**config.mk**
```make
export PLATFORM = sky130hd
export DESIGN_NAME = uart_tx_regs
export DESIGN_NICKNAME = d
export VERILOG_FILES = /design/src/common/soc_bus_pkg.sv /design/src/common/soc_periph_pkg.sv /design/src/uart/uart_tx_regs.sv
export SDC_FILE = /design/constraint.sdc
export NUM_CORES = 1
export LEC_CHECK = 0
export ABC_CLOCK_PERIOD_IN_PS = 3100
export BUFFER_PORTS_ARGS = -buffer_cell sky130_fd_sc_hd__buf_2
export CAP_MARGIN = 20
export CORE_UTILIZATION = 40
export DETAILED_ROUTE_END_ITERATION = 12
export PLACE_DENSITY_LB_ADDON = 0.3
export SLEW_MARGIN = 10
export SYNTH_ARGS = -nofsm -noshare
export SYNTH_HDL_FRONTEND = slang
export SYNTH_SLANG_ARGS = --single-unit
```
**constraint.sdc**
```tcl
create_clock -name clk_i -period 3.1 [get_ports clk_i]
set_clock_uncertainty 0.2 [all_clocks]
set_input_delay 0.31 -clock clk_i [delete_from_list [all_inputs] [get_ports clk_i]]
set_output_delay 0.31 -clock clk_i [all_outputs]
set_load 0.02 [all_outputs]
```
**src/common/soc_bus_pkg.sv**
```systemverilog
package soc_bus_pkg;

    //////////////////////////////
    // Bus widths
    //////////////////////////////
    localparam int BUS_ADDR_WIDTH      = 32;
    localparam int BUS_DATA_WIDTH      = 32;
    localparam int BUS_BE_WIDTH        = 4;

    //////////////////////////////
    // Region map
    //////////////////////////////
    localparam int REGION_OFFSET_WIDTH = 28;
    localparam int REGION_ID_WIDTH     = 4;

    localparam logic [REGION_ID_WIDTH-1:0] REGION_PERIPHERAL = 4'd0;
    localparam logic [REGION_ID_WIDTH-1:0] REGION_DATA       = 4'd2;

    // Same address word, seen flat or as region over offset
    typedef union packed {
        logic [BUS_ADDR_WIDTH-1:0] flat;
        struct packed {
            logic [REGION_ID_WIDTH-1:0]     region;
            logic [REGION_OFFSET_WIDTH-1:0] offset;
        } split;
    } bus_addr_u;

endpackage

```
**src/common/soc_periph_pkg.sv**
```systemverilog
package soc_periph_pkg;

    //////////////////////////////
    // UART register map
    //////////////////////////////
    localparam int UART_TXDATA_OFFSET   = 0;
    localparam int UART_STATUS_OFFSET   = 4;

    // Status word layout
    localparam int UART_STATUS_BUSY_BIT = 0;

    //////////////////////////////
    // Serial line levels
    //////////////////////////////
    // Idle and stop bit share this level, start bit is the inverse
    localparam logic UART_LINE_IDLE     = 1'b1;

endpackage

```
**src/uart/uart_tx_regs.sv**
```systemverilog
`timescale 1ns/1ps

module uart_tx_regs #(
    parameter int CLKS_PER_BIT = 868
) (
    input  logic                                        clk_i,
    input  logic                                        rst_n_i,
    input  logic                                        req_i,
    input  logic [soc_bus_pkg::REGION_OFFSET_WIDTH-1:0] offset_i,
    input  logic                                        we_i,
    input  logic [soc_bus_pkg::BUS_DATA_WIDTH-1:0]      wdata_i,
    output logic                                        gnt_o,
    output logic [soc_bus_pkg::BUS_DATA_WIDTH-1:0]      rdata_o,
    output logic                                        tx_o
);
    import soc_bus_pkg::*;
    import soc_periph_pkg::*;

    localparam int BAUD_WIDTH = $clog2(CLKS_PER_BIT);
    localparam logic [BAUD_WIDTH-1:0] BAUD_LAST = BAUD_WIDTH'(CLKS_PER_BIT - 1);

    // Frame states
    localparam logic [1:0] ST_IDLE  = 2'd0;
    localparam logic [1:0] ST_START = 2'd1;
    localparam logic [1:0] ST_DATA  = 2'd2;
    localparam logic [1:0] ST_STOP  = 2'd3;

    logic [1:0]                state;
    logic [BAUD_WIDTH-1:0]     baud_cnt;
    logic [2:0]                bit_cnt;
    logic [7:0]                shift_q;
    logic                      baud_last;
    logic                      busy;
    logic                      sel_txdata;
    logic                      sel_status;
    logic                      tx_start;
    logic [BUS_DATA_WIDTH-1:0] status_word;

    //////////////////////////////
    // Register decode
    //////////////////////////////
    assign sel_txdata = (offset_i == REGION_OFFSET_WIDTH'(UART_TXDATA_OFFSET));
    assign sel_status = (offset_i == REGION_OFFSET_WIDTH'(UART_STATUS_OFFSET));
    assign busy       = (state != ST_IDLE);

    // Data writes stall while a frame is on the line
    assign gnt_o    = !(we_i && sel_txdata && busy);
    assign tx_start = req_i && gnt_o && we_i && sel_txdata;

    always_comb begin
        status_word = '0;
        status_word[UART_STATUS_BUSY_BIT] = busy;
    end

    always_ff @(posedge clk_i) begin
        if (!rst_n_i) begin
            rdata_o <= '0;
        end else if (req_i && gnt_o && !we_i) begin
            rdata_o <= sel_status ? status_word : '0;
        end
    end

    //////////////////////////////
    // Serializer
    //////////////////////////////
    assign baud_last = (baud_cnt == BAUD_LAST);

    always_ff @(posedge clk_i) begin
        if (!rst_n_i) begin
            state    <= ST_IDLE;
            baud_cnt <= '0;
            bit_cnt  <= '0;
        end else begin
            baud_cnt <= baud_last ? '0 : baud_cnt + 1'b1;
            case (state)
                ST_IDLE: begin
                    baud_cnt <= '0;
                    if (tx_start) begin
                        state <= ST_START;
                    end
                end
                ST_START: begin
                    if (baud_last) begin
                        state   <= ST_DATA;
                        bit_cnt <= '0;
                    end
                end
                ST_DATA: begin
                    if (baud_last) begin
                        bit_cnt <= bit_cnt + 1'b1;
                        if (bit_cnt == 3'd7) begin
                            state <= ST_STOP;
                        end
                    end
                end
                default: begin
                    if (baud_last) begin
                        state <= ST_IDLE;
                    end
                end
            endcase
        end
    end

    // LSB first, next bit moves down at each data bit boundary
    always_ff @(posedge clk_i) begin
        if (tx_start) begin
            shift_q <= wdata_i[7:0];
        end else if (state == ST_DATA && baud_last) begin
            shift_q <= shift_q >> 1;
        end
    end

    always_comb begin
        case (state)
            ST_START: tx_o = ~UART_LINE_IDLE;
            ST_DATA:  tx_o = shift_q[0];
            default:  tx_o = UART_LINE_IDLE;
        endcase
    end

endmodule
```
==> results <==
- The flow ran to the end, and the final reports show no timing, DRC or antenna violations.
- The DRC violation count after routing is 0.
- The leakage dissipation is 0.718 nW.
- The startpoint of the worst setup timing path is offset_i[13].
- The number of slew-limit violations in the final report was 0.
- The pin count of the biggest net entering global routing is 15.
- The critical path goes through buf_2, nor4_1, nand4_1, or4_1, nor3_4, mux2_2.
- The number of gates on the worst path with buffers counted is 6.
- The estimated wirelength of the detail-placed design is 1920 um.
- The first global-routing pass estimated 4000 um of wire.
- Counting cells, the worst reg-to-reg path comes to 5.
- The startpoint type of the worst setup path is an input port.
- The number of standard cells after synthesis is 152.
- TritonCTS built the clock tree.
- Timing would allow up to 441 MHz.
- The first routing iteration left 13 violations.
- Among all flip-flop cells after synthesis, the most frequent one is dfxtp_1.
- The count of buffering cells on the critical path with inverters included is 1.
- The ratio of cells with drive above 1 in the final layout is 29.4%.
- The total power is 0.000613 W.
- Measured along the y axis, the die boundary spans 62.2 um.
- The mean number of vias per cell is 4.34.
- Once the clock tree was built, the setup fixing pass inserted 0 buffers.
- The stage delay of the slowest cell on the critical path is 0.60 ns.
- The final critical path takes up 73.2% of the cycle.
- The endpoint of the worst setup timing path is shift_q[3]$_DFFE_PP_.
- The count of warnings emitted by yosys is 0.
- The number of hold-slack violations in the final timing report was 0.
- Among cell families on the critical path, the largest total delay comes from simple AND/OR/NAND/NOR gates.
- For the worst-skew pair, the clock arrives at the later sink with an insertion delay of 0.32 ns.
- In the global route stage, overall resource usage came out at 12.5%.
- Cells fill 48.5% of the core in the end.
- The critical path is of the in -> reg type.
- The total of fill cells in the finished design is 342.
- The clock transition at the registers of the reported paths is 0.14 ns.
- The starting utilization of the core area is 42.5%.
- The number of synthesized register bits is 24.
- The areal power density over the cells is 370 nW/um^2.
- For this run, the post-layout net count is 269.
- Gates resized during post-CTS repair numbered 0.
- Counting flops with an async set or reset pin after synthesis yields a share of 0%.
- The number of hold buffers added after CTS was 0.
- The register-to-register path setup slack is 1.08 ns.
- The slowest stage of the critical path belongs to the cell or4_1.
- The die covers 3870 um^2.
- The startpoint identified for the worst register-to-register timing path is state[0]$_SDFFE_PN0P_.
- Setup repair after global routing left no endpoint under its margin.
- The row count is 21.
- The share of synthesized area occupied by flip-flops and latches is 38.6%.
- The multiplexer share of the synthesized area is 8.19%.
- From left edge to right edge, the die measures 62.2 um.
- The commonest non-fill, non-tap cell in the layout is buf_2.
- The smallest clock period supported by the final layout is computed as 2.27 ns.
- The total vias in the final route is 1,055.
- The number of optimization iterations in the first detailed-route pass is 4.
- The number of global-route vias before repair was 998.
- The region available for standard cell placement spans 3420 um^2.
- Wires add up to 2320 um.
- The end of the worst register-to-register path is shift_q[3]$_DFFE_PP_.
- The synthesized netlist devotes 20.4% of its cell area to simple gates.
- The total grt overflow is 0.
- The number of primary I/O pins is 98.
- Yosys mapped the design onto 32 distinct sky130hd cell types.
- The largest vdd supply drop is 0.000281 V.
- The layout overhead on the synthesized area is 14.1%.
- Max-cap violations in this run came to 0.
- The number of clock buffers inserted by TritonCTS is 3.
- Setup total negative slack on the finished layout was measured at 0 ns.
- The worst setup path is captured at a register.
- The count of buffers added on input and output ports is 42.
- For this design, the sink count on the clock tree is 24.
- The worst min-delay path class is in -> reg.
- Data on the critical path arrives at its endpoint at 2.16 ns.
- The initial antenna violation count is 0.
- The data required time of the worst path is 2.99 ns.
- After detailed routing, the average wire length per cell comes to 9.56 um.
- The number of levels the H-tree was split into is 1.
- The routability-driven placement congestion ratio is 0.736.
- Once detail routing completed, the nets flagged for antenna violations numbered 0.
- The area fraction in compound gates after synthesis is 3.53%.
- The number of synthesized flops with an enable pin is 8.
- The root buffer cell is clkbuf_4.
- The highest net fanout along the worst path is 8.
- The repair_antennas step left the layout with diodes totalling 0.
- In this run the cell area of the synthesized design comes to 1450 um^2.
- The top cell types in the final layout, fill and taps aside, are 42 x buf_2, 31 x conb_1, 16 x dfxtp_1.
- The largest family of logic cells by synthesized area is simple AND/OR/NAND/NOR gates.
- The number of buffers on the longest clock path is 2.
- After Yosys synthesis, XOR and XNOR cells account for 4.83% of the synthesized area.
- The setup violation total in the final timing report is 0.
- The synthesized netlist devotes 6.03% of its cell area to adder and majority cells.
- After synthesis, the mean cell area works out to 9.55 um^2.
-- power by group --
group	leakage, nW	total, W	internal [W]	switching, W
clock	0.0279	0.000227	0.000131	0.0000958
combinational	0.468	0.0000639	0.0000202	0.0000437
sequential	0.222	0.000323	0.000323	0.0000000000000888
-- worst reg2reg max path, delay by kind of cell (launching register included) --
kind,cells,cell delay (ns)
buffers and inverters,2,0.23
flip-flops,1,0.36
AND/OR/NAND/NOR,1,0.39
multiplexers,1,0.40
adder cells (fa/ha/maj),1,0.23
-- how the worst min path moves through the flow --
| stage | end | depth (start not counted) | slack (ns) | start |
|---|---|---|---|---|
| 6_report | rdata_o[0]$_SDFFE_PN0P_ | 3 | 0.07 | req_i |
| 3_5_place_dp | baud_cnt[0]$_SDFF_PP0_ | 1 | 0.25 | baud_cnt[0]$_SDFF_PP0_ |
| 4_1_cts | rdata_o[0]$_SDFFE_PN0P_ | 3 | 0.06 | req_i |
| 5_1_grt | shift_q[2]$_DFFE_PP_ | 2 | 0.06 | wdata_i[2] |
| 3_3_place_gp | baud_cnt[0]$_SDFF_PP0_ | 1 | 0.24 | baud_cnt[0]$_SDFF_PP0_ |
| 2_1_floorplan | baud_cnt[0]$_SDFF_PP0_ | 1 | 0.23 | baud_cnt[0]$_SDFF_PP0_ |
-- registers in the layout (all words and copies together), names as in the netlist --
name and count:
state 2, baud_cnt 10, rdata_o 1, shift_q 8
bit_cnt 3
-- kinds of logic after synthesis --
logic type / after synthesis
adder cells (fa/ha/maj): 7
flip-flops: 24
XOR/XNOR: 8
buffers and inverters: 39
AND/OR/NAND/NOR: 55
AO/OA/AOI/OAI: 7
other: 1
multiplexers: 11
-- per-stage QoR --
| step | area [um^2] | worst slack (ns) | std cells | hold WS, ns |
|---|---|---|---|---|
| finish | 1660 | 0.831 | 243 | 0.0693 |
| detailed placement | 1600 | 0.422 | 239 | 0.249 |
| global route | 1660 | 0.679 | 243 | 0.0557 |
| floorplan | 1560 | 0.728 | 182 | 0.230 |
| global placement | 1600 | 0.429 | 239 | 0.242 |
| CTS | 1660 | 0.788 | 243 | 0.0608 |
-- layer usage --
| layer | GRT usage (%) | part of all wire (%) | vias up | wire (um) |
|---|---|---|---|---|
| met5 | 0 | 0 | - | 0 |
| met4 | 0 | 0 | 0 | 0 |
| met3 | 5.15 | 8.0 | 0 | 187 |
| met2 | 22.3 | 48 | 39 | 1110 |
| met1 | 14.9 | 44 | 467 | 1020 |
| li1 | - | - | 549 | - |
-- synth_stat cells, types with 2 or more instances --
cell type	count	area share (%)
inv_1	7	1.8
nor2b_1	3	1.3
nand3_1	6	2.1
buf_4	31	16
xor2_1	4	2.4
dfxtp_1	16	22
nor3_1	2	0.69
nor2_1	14	3.6
xnor2_1	4	2.4
a22oi_1	3	1.6
nor4_1	9	3.9
edfxtp_1	8	17
o21ai_0	2	0.69
mux2_2	7	5.4
mux2i_1	4	2.8
ha_1	7	6.0
nand2_1	10	2.6
-- layout make-up --
cell class                      count  area [um^2]  area share, %
Inverter                            7         26.3           1.59
Multi-Input combinational cell    119          741           44.7
Clock buffer                        3         22.5           1.36
Clock inverter                      1         30.0           1.81
Timing Repair Buffer               43          218           13.2
Sequential cell                    24          561           33.9
Tap cell                           46         57.6           3.48
Power figures use the tool's default switching activity.
