<file path="src/common/soc_bus_pkg.sv">
package soc_bus_pkg;

    //////////////////////////////
    // Bus widths
    //////////////////////////////
    localparam int BUS_ADDR_WIDTH      = 32;
    localparam int BUS_DATA_WIDTH      = 32;
    localparam int BUS_BE_WIDTH        = 4;

    //////////////////////////////
    // Region map
    //////////////////////////////
    localparam int REGION_OFFSET_WIDTH = 28;
    localparam int REGION_ID_WIDTH     = 4;

    localparam logic [REGION_ID_WIDTH-1:0] REGION_PERIPHERAL = 4'd0;
    localparam logic [REGION_ID_WIDTH-1:0] REGION_DATA       = 4'd2;

    // Same address word, seen flat or as region over offset
    typedef union packed {
        logic [BUS_ADDR_WIDTH-1:0] flat;
        struct packed {
            logic [REGION_ID_WIDTH-1:0]     region;
            logic [REGION_OFFSET_WIDTH-1:0] offset;
        } split;
    } bus_addr_u;

endpackage

</file>
<file path="src/hdl/soc_bus_front.sv">
`timescale 1ns/1ps

module soc_bus_front (
    input  logic                                        clk_i,
    input  logic                                        rst_n_i,

    // Core data port
    input  logic                                        data_req_i,
    input  soc_bus_pkg::bus_addr_u                      data_addr_i,
    input  logic                                        data_we_i,
    input  logic [soc_bus_pkg::BUS_BE_WIDTH-1:0]        data_be_i,
    input  logic [soc_bus_pkg::BUS_DATA_WIDTH-1:0]      data_wdata_i,
    output logic                                        data_gnt_o,
    output logic                                        data_rvalid_o,
    output logic [soc_bus_pkg::BUS_DATA_WIDTH-1:0]      data_rdata_o,

    // Data memory
    output logic                                        mem_req_o,
    input  logic                                        mem_gnt_i,
    input  logic [soc_bus_pkg::BUS_DATA_WIDTH-1:0]      mem_rdata_i,

    // UART
    output logic                                        uart_req_o,
    input  logic                                        uart_gnt_i,
    input  logic [soc_bus_pkg::BUS_DATA_WIDTH-1:0]      uart_rdata_i,

    // Shared toward both targets
    output logic [soc_bus_pkg::REGION_OFFSET_WIDTH-1:0] tgt_offset_o,
    output logic                                        tgt_we_o,
    output logic [soc_bus_pkg::BUS_BE_WIDTH-1:0]        tgt_be_o,
    output logic [soc_bus_pkg::BUS_DATA_WIDTH-1:0]      tgt_wdata_o
);
    import soc_bus_pkg::*;

    logic [REGION_ID_WIDTH-1:0] region;
    logic                       hit_mem;
    logic                       hit_uart;
    logic                       accept;

    logic                       resp_valid_q;
    logic                       resp_read_q;
    logic [REGION_ID_WIDTH-1:0] resp_region_q;

    //////////////////////////////
    // Request side
    //////////////////////////////
    assign region     = data_addr_i.split.region;
    assign hit_mem    = (region == REGION_DATA);
    assign hit_uart   = (region == REGION_PERIPHERAL);

    assign mem_req_o  = data_req_i && hit_mem;
    assign uart_req_o = data_req_i && hit_uart;

    assign tgt_offset_o = data_addr_i.split.offset;
    assign tgt_we_o     = data_we_i;
    assign tgt_be_o     = data_be_i;
    assign tgt_wdata_o  = data_wdata_i;

    // Unmapped regions are granted here and never reach a target
    always_comb begin
        if (hit_mem) begin
            data_gnt_o = data_req_i && mem_gnt_i;
        end else if (hit_uart) begin
            data_gnt_o = data_req_i && uart_gnt_i;
        end else begin
            data_gnt_o = data_req_i;
        end
    end

    assign accept = data_req_i && data_gnt_o;

    //////////////////////////////
    // Response side
    //////////////////////////////
    always_ff @(posedge clk_i) begin
        if (!rst_n_i) begin
            resp_valid_q <= 1'b0;
        end else begin
            resp_valid_q <= accept;
        end
    end

    always_ff @(posedge clk_i) begin
        if (accept) begin
            resp_region_q <= region;
            resp_read_q   <= !data_we_i;
        end
    end

    assign data_rvalid_o = resp_valid_q;

    // Writes and unmapped reads answer with zero
    always_comb begin
        data_rdata_o = '0;
        if (resp_valid_q && resp_read_q) begin
            if (resp_region_q == REGION_DATA) begin
                data_rdata_o = mem_rdata_i;
            end else if (resp_region_q == REGION_PERIPHERAL) begin
                data_rdata_o = uart_rdata_i;
            end
        end
    end

endmodule

</file>
<file path="config.mk">
export PLATFORM = sky130hd
export DESIGN_NAME = soc_bus_front
export DESIGN_NICKNAME = d
export VERILOG_FILES = /design/src/common/soc_bus_pkg.sv /design/src/hdl/soc_bus_front.sv
export SDC_FILE = /design/constraint.sdc
export NUM_CORES = 1
export LEC_CHECK = 0
export BUFFER_PORTS_ARGS = -buffer_cell sky130_fd_sc_hd__buf_2
export CORE_AREA = 2 2 93 95
export CTS_CLUSTER_DIAMETER = 120
export DETAILED_ROUTE_END_ITERATION = 16
export DIE_AREA = 0 0 95 97
export PLACE_DENSITY_LB_ADDON = 0.25
export RECOVER_POWER = 25
export SYNTH_ARGS = -nofsm -noshare
export SYNTH_HDL_FRONTEND = slang
export SYNTH_SLANG_ARGS = --single-unit
</file>
<file path="constraint.sdc">
create_clock -name clk_i -period 1.4 [get_ports clk_i]
set_input_delay 0.28 -clock clk_i [delete_from_list [all_inputs] [get_ports clk_i]]
set_output_delay 0.28 -clock clk_i [all_outputs]
set_load 0.005 [all_outputs]
</file>
==> impl_metrics.ini, run 1 <==
[yosys]
syn_inst = 156
async_reset_ff_frac = 0
syn_nets = 294
synth_area_mm2 = 0.00147
synth_edf_count = 5
yosysTopAreaCellShare = 0.351
synth_seq_area_share = 0.115
ys_warn_count = 0
avgSynthCellArea_um2 = 9.45
synthFlopType = edfxtp_1
ys_types = 16
post-synth-top-area-cell = buf_4
synth.most_common_cell = buf_4
ys_seq_elements = 6
synthTopCellsByArea = buf_4 35%, mux2i_1 22%, nor3_2 20%
synth_common_cells = 69 x buf_4, 33 x mux2i_1, 30 x nor3_2, 5 x edfxtp_1

[finish]
seqCellArea_um2 = 170
multi_input_area_um2 = 737
diodes = 0
n_fill_cell = 908
nets = 350
drive_gt1_frac = 0.763
syn2layout_area_growth_pct = 22.9
finalNonFillerCells = 316

[route]
detail_route.wl_per_cell_um = 13.3
initialDrtViolationCount = 22
routed_wl_um = 4220
vias_per_cell = 3.86
firstDrtPassIters = 3
vias = 1221
drc = 0
drt.antenna.violating_nets = 0

[timing]
fmax_mhz = 612
rsz0062_at_grt = yes
setup_slack_ns = -0.234
finalCritPeriodShare = 1.17
setup_violations = 32
slew_viol_final = 0
fin_tns_setup_ns = -6.29
max_slew_margin = 0.528
report.final.hold_viol_count = 0
fin_worst_hold_slack_ns = 0.296
worst_pin_slew_ns = 0.702
min_period_ns = 1.63

[worst_setup_path]
max_stage_delay_ns = 0.35
crit_arrival_ns = 1.35
end_kind = output pin
crit_required_ns = 1.12
critical-path-top-delay-family = simple AND/OR/NAND/NOR gates
worstSetupStartpoint = resp_region_q[2]$_DFFE_PP_
start_kind = register
cp_cell_sequence = nand4bb_4, buf_6, nor3_2, buf_2
slowest_stage = edfxtp_1
path_max_fanout = 9
cp_num_buf_inv = 2
worstSetupPathType = register to output pin

[run_status]
violations = negative setup slack
status = complete, but fails checks

[clock_network]
cts-root-buf = clkbuf_8
cts.sinks = 6
hold_buffers = 0
cts-htree-levels = 1
cts_tree = done
cts_buffers = 3
cts_buffer_depth = 2
path_clk_slew_ns = 0.04

[pwr]
pwr_density_cell_mw_per_mm2 = 495
p_leak_uw = 0.000918
power_uw = 897
ir_worst_vdd_v = 0.000236

[global_route]
grt_max_degree = 23
grt_first_pass_wirelength_um = 5850
antenna_found_initial = 0
grt_overflow_total = 0
grt_usage = 0.0806
grt_pass1_vias = 1135

[placed_design]
place_ws_ns = -0.109
place_hpwl_um = 3600
post-place-cells = 309
gp_congestion = 0.597
port_buffers = 110

[floorplanning]
rows = 33
die_w_um = 95
ios = 239
chipHeight_um = 97
dieArea_mm2 = 0.00922
start_util = 0.181
core_mm2 = 0.00813

[flow_run]
drv_cap = 0

[min_path]
min-delay-start = rst_n_i
whs_path_depth = 3
hp-class = input pin to register
hold_path_end = data_rvalid_o$_SDFF_PN0_
==> cells in the final DEF, fill, tap and decap left out, drive strengths merged <==
cell type / netlist / routed
nand4bb: 1 / 1
and3: 1 / 1
and3b: 1 / 1
edfxtp: 5 / 5
nand2: 1 / 1
a21oi: 1 / 1
buf: 76 / 123
inv: 1 / 1
nor3: 33 / 33
mux2i: 33 / 33
a21boi: 2 / 2
clkbuf: 0 / 8
dfxtp: 1 / 1
==> state kept, by name (all words and copies together), names as in the netlist <==
signal,flops
data_rvalid_o,1
resp_read_q,1
resp_region_q,4
==> kinds of logic after synthesis <==
family	count (synthesis)	share of synthesized area
buffers and inverters	77	0.413
DFF	6	0.115
muxes	33	0.224
AOI/OAI and AO/OA	3	0.0136
and+or+nand+nor	37	0.234
==> timing repair <==
| item | CTS | global route |
|---|---|---|
| gates resized for setup | 6 | 1 |
| endpoints found under the setup margin | 34 | 33 |
| buffers inserted | 2 | 1 |
| pin swaps | 0 | 1 |
==> metal layers <==
layer | track usage | vias up | part of all wire
met5 | 0 | - | 0
met4 | 0.0390 | 0 | 0.024
li1 | - | 580 | -
met1 | 0.0720 | 512 | 0.33
met2 | 0.148 | 107 | 0.48
met3 | 0.0374 | 22 | 0.17
==> worst max path at each step <==
stage	to	cells after the start
finish	data_rdata_o[30]	4
global route	data_rdata_o[19]	4
CTS	data_rdata_o[30]	4
detailed placement	data_rdata_o[30]	4
global placement	data_rdata_o[30]	4
floorplan	data_rdata_o[0]	4
==> through the flow <==
step,cell area [µm²],utilization
finish,1810,0.223
global route,1810,0.223
CTS,1810,0.222
detailed placement,1710,0.210
global placement,1710,0.210
floorplan,1470,-
==> final cells by class <==
| class | instances | area share |
|---|---|---|
| clock buffer | 4 | 0.0249 |
| timing repair buffer | 127 | 0.400 |
| multi-input combinational | 73 | 0.407 |
| tap | 105 | 0.0725 |
| sequential | 6 | 0.0939 |
| inverter | 1 | 0.00207 |
==> report_power, final <==
group / internal (µW) / switching [µW] / total [µW]
registers: 212 / 10.2 / 222
clock network: 196 / 77.8 / 274
logic: 218 / 183 / 401
total: 626 / 271 / 897
Note: power is estimated with default switching activity, not from simulation.
==> run 2, diff against run 1 <==
--- a/config.mk
+++ b/config.mk
@@ -6,10 +6,13 @@
 export NUM_CORES = 1
 export LEC_CHECK = 0
 export BUFFER_PORTS_ARGS = -buffer_cell sky130_fd_sc_hd__buf_2
-export CORE_AREA = 2 2 93 95
+export CAP_MARGIN = 20
+export CELL_PAD_IN_SITES_DETAIL_PLACEMENT = 1
+export CELL_PAD_IN_SITES_GLOBAL_PLACEMENT = 1
+export CORE_MARGIN = 2
+export CORE_UTILIZATION = 15
 export CTS_CLUSTER_DIAMETER = 120
 export DETAILED_ROUTE_END_ITERATION = 16
-export DIE_AREA = 0 0 95 97
 export PLACE_DENSITY_LB_ADDON = 0.25
 export RECOVER_POWER = 25
 export SYNTH_ARGS = -nofsm -noshare
==> constraint.sdc (replaced) <==
create_clock -name clk_i -period 1.5 [get_ports clk_i]
set_input_delay 0.3 -clock clk_i [delete_from_list [all_inputs] [get_ports clk_i]]
set_output_delay 0.3 -clock clk_i [all_outputs]
set_load 0.005 [all_outputs]
==> run 2 against run 1 <==
  * The run still ends with negative setup slack left
  * Non-clock buffer count shrank 4
  * Critical path type unchanged
  * Die area up 15%
  * Combinational power about the same
  * Design area up 3.2%
  * Clock-buffer cell count is the same
==> impl_metrics.ini, run 2 (synthesis results as in run 1) <==
[floorplanning]
ios = 239
start_util = 0.153
dieArea_mm2 = 0.0106
chipHeight_um = 103
rows = 36
core_mm2 = 0.00964
die_w_um = 103

[global_route]
grt_usage = 0.0764
grt_pass1_vias = 1190
grt_first_pass_wirelength_um = 6180
grt_overflow_total = 0
grt_max_degree = 33
antenna_found_initial = 0

[clock_network]
cts.sinks = 6
cts-root-buf = clkbuf_8
cts-htree-levels = 1
path_clk_slew_ns = 0.04
cts_buffers = 3
cts_tree = done
cts_buffer_depth = 2

[route]
drt.antenna.violating_nets = 0
drc = 0
vias = 1246
vias_per_cell = 3.66
detail_route.wl_per_cell_um = 13.9
firstDrtPassIters = 4
initialDrtViolationCount = 16
routed_wl_um = 4740

[run_status]
status = complete, but fails checks
violations = negative setup slack

[finish]
layout_commonest_cell = buf_2
fin_util = 0.194
diodes = 0
nets = 346
largest_reg_flops = 4
final_cell_mix = 106 x buf_2, 31 x nor3_2, 29 x mux2i_1, 6 x clkbuf_1
syn2layout_area_growth_pct = 26.9
drive_gt1_frac = 0.758
n_fill_cell = 1192
largest_register = resp_region_q

[worst_setup_path]
crit_required_ns = 1.20
path_max_fanout = 5
crit_arrival_ns = 1.35
worstSetupPathType = register to output pin
start_kind = register
end_kind = output pin

[timing]
report.final.hold_viol_count = 0
worst_pin_slew_ns = 0.712
slew_viol_final = 0
setup_violations = 32
finalCritPeriodShare = 1.10
max_slew_margin = 0.521
fmax_mhz = 607
min_period_ns = 1.65
rsz0062_at_grt = yes
setup_slack_ns = -0.148

[placed_design]
place_ws_ns = -0.0445
place_hpwl_um = 3800
gp_congestion = 0.606
port_buffers = 110

[pwr]
p_leak_uw = 0.000909
pwr_density_cell_mw_per_mm2 = 465
ir_worst_vdd_v = 0.000166

[flow_run]
drv_cap = 0

[min_path]
min-delay-start = data_we_i
hp-class = input pin to register
whs_path_depth = 2
hold_path_end = resp_read_q$_DFFE_PP_
==> run 2: area by class of cell <==
cell class	count	area, µm²	share of cell area
repair buffers	123	744	0.398
inverters	1	3.75	0.00201
multi-input cells	73	741	0.396
clock buffers	4	45.0	0.0241
flip-flops and latches	6	170	0.0910
well taps	133	166	0.0890
==> run 2: critical path: stages, from the launching register on <==
cell and delay (ns):
edfxtp_1 0.40, buf_12 0.17, buf_12 0.14, mux2i_4 0.18, nor3_2 0.10, buf_2 0.13
==> run 2: what timing repair did <==
action,in CTS,in global routing
hold buffers,0,0
gates resized for setup,4,4
setup buffers,0,1
gates cloned,0,3
endpoints found under the setup margin,32,34
==> run 2: worst max-delay path by stage <==
stage,from,slack [ns],to,cells past startpoint
global route,resp_region_q[2]$_DFFE_PP_,-0.22,data_rdata_o[13],4
finish,resp_region_q[1]$_DFFE_PP_,-0.15,data_rdata_o[27],5
global placement,data_addr_i[29],-0.04,resp_region_q[2]$_DFFE_PP_,3
detailed placement,data_addr_i[29],-0.04,resp_region_q[0]$_DFFE_PP_,3
CTS,resp_region_q[1]$_DFFE_PP_,-0.17,data_rdata_o[12],4
floorplan,resp_region_q[2]$_DFFE_PP_,0.23,data_rdata_o[0],4
==> run 2: where the power goes <==
part           switching [µW]  internal, µW  leakage, µW
Sequential               8.93           198    0.0000570
Combinational             183           222     0.000829
Clock                    76.4           183    0.0000228
==> run 2: through the flow <==
step / instances / power, µW / hold slack, ns / TNS, ns / area, µm²
final: 340 / 871 / 0.302 / -3.56 / 1870
after CTS: 336 / 840 / 0.272 / -4.65 / 1780
after global placement: 332 / 561 / 0.508 / -0.196 / 1710
after detailed placement: 332 / 563 / 0.507 / -0.222 / 1710
after global routing: 340 / 926 / 0.327 / -5.75 / 1870
after floorplan: 156 / 538 / 0.399 / 0 / 1470
==> run 2: routing by layer <==
layer  up-vias  track usage  share of wire
li1        572            -              -
met1       554       0.0802           0.35
met2        98        0.132           0.48
met3        22       0.0237           0.14
met4         0       0.0496          0.037
met5         -            0              0
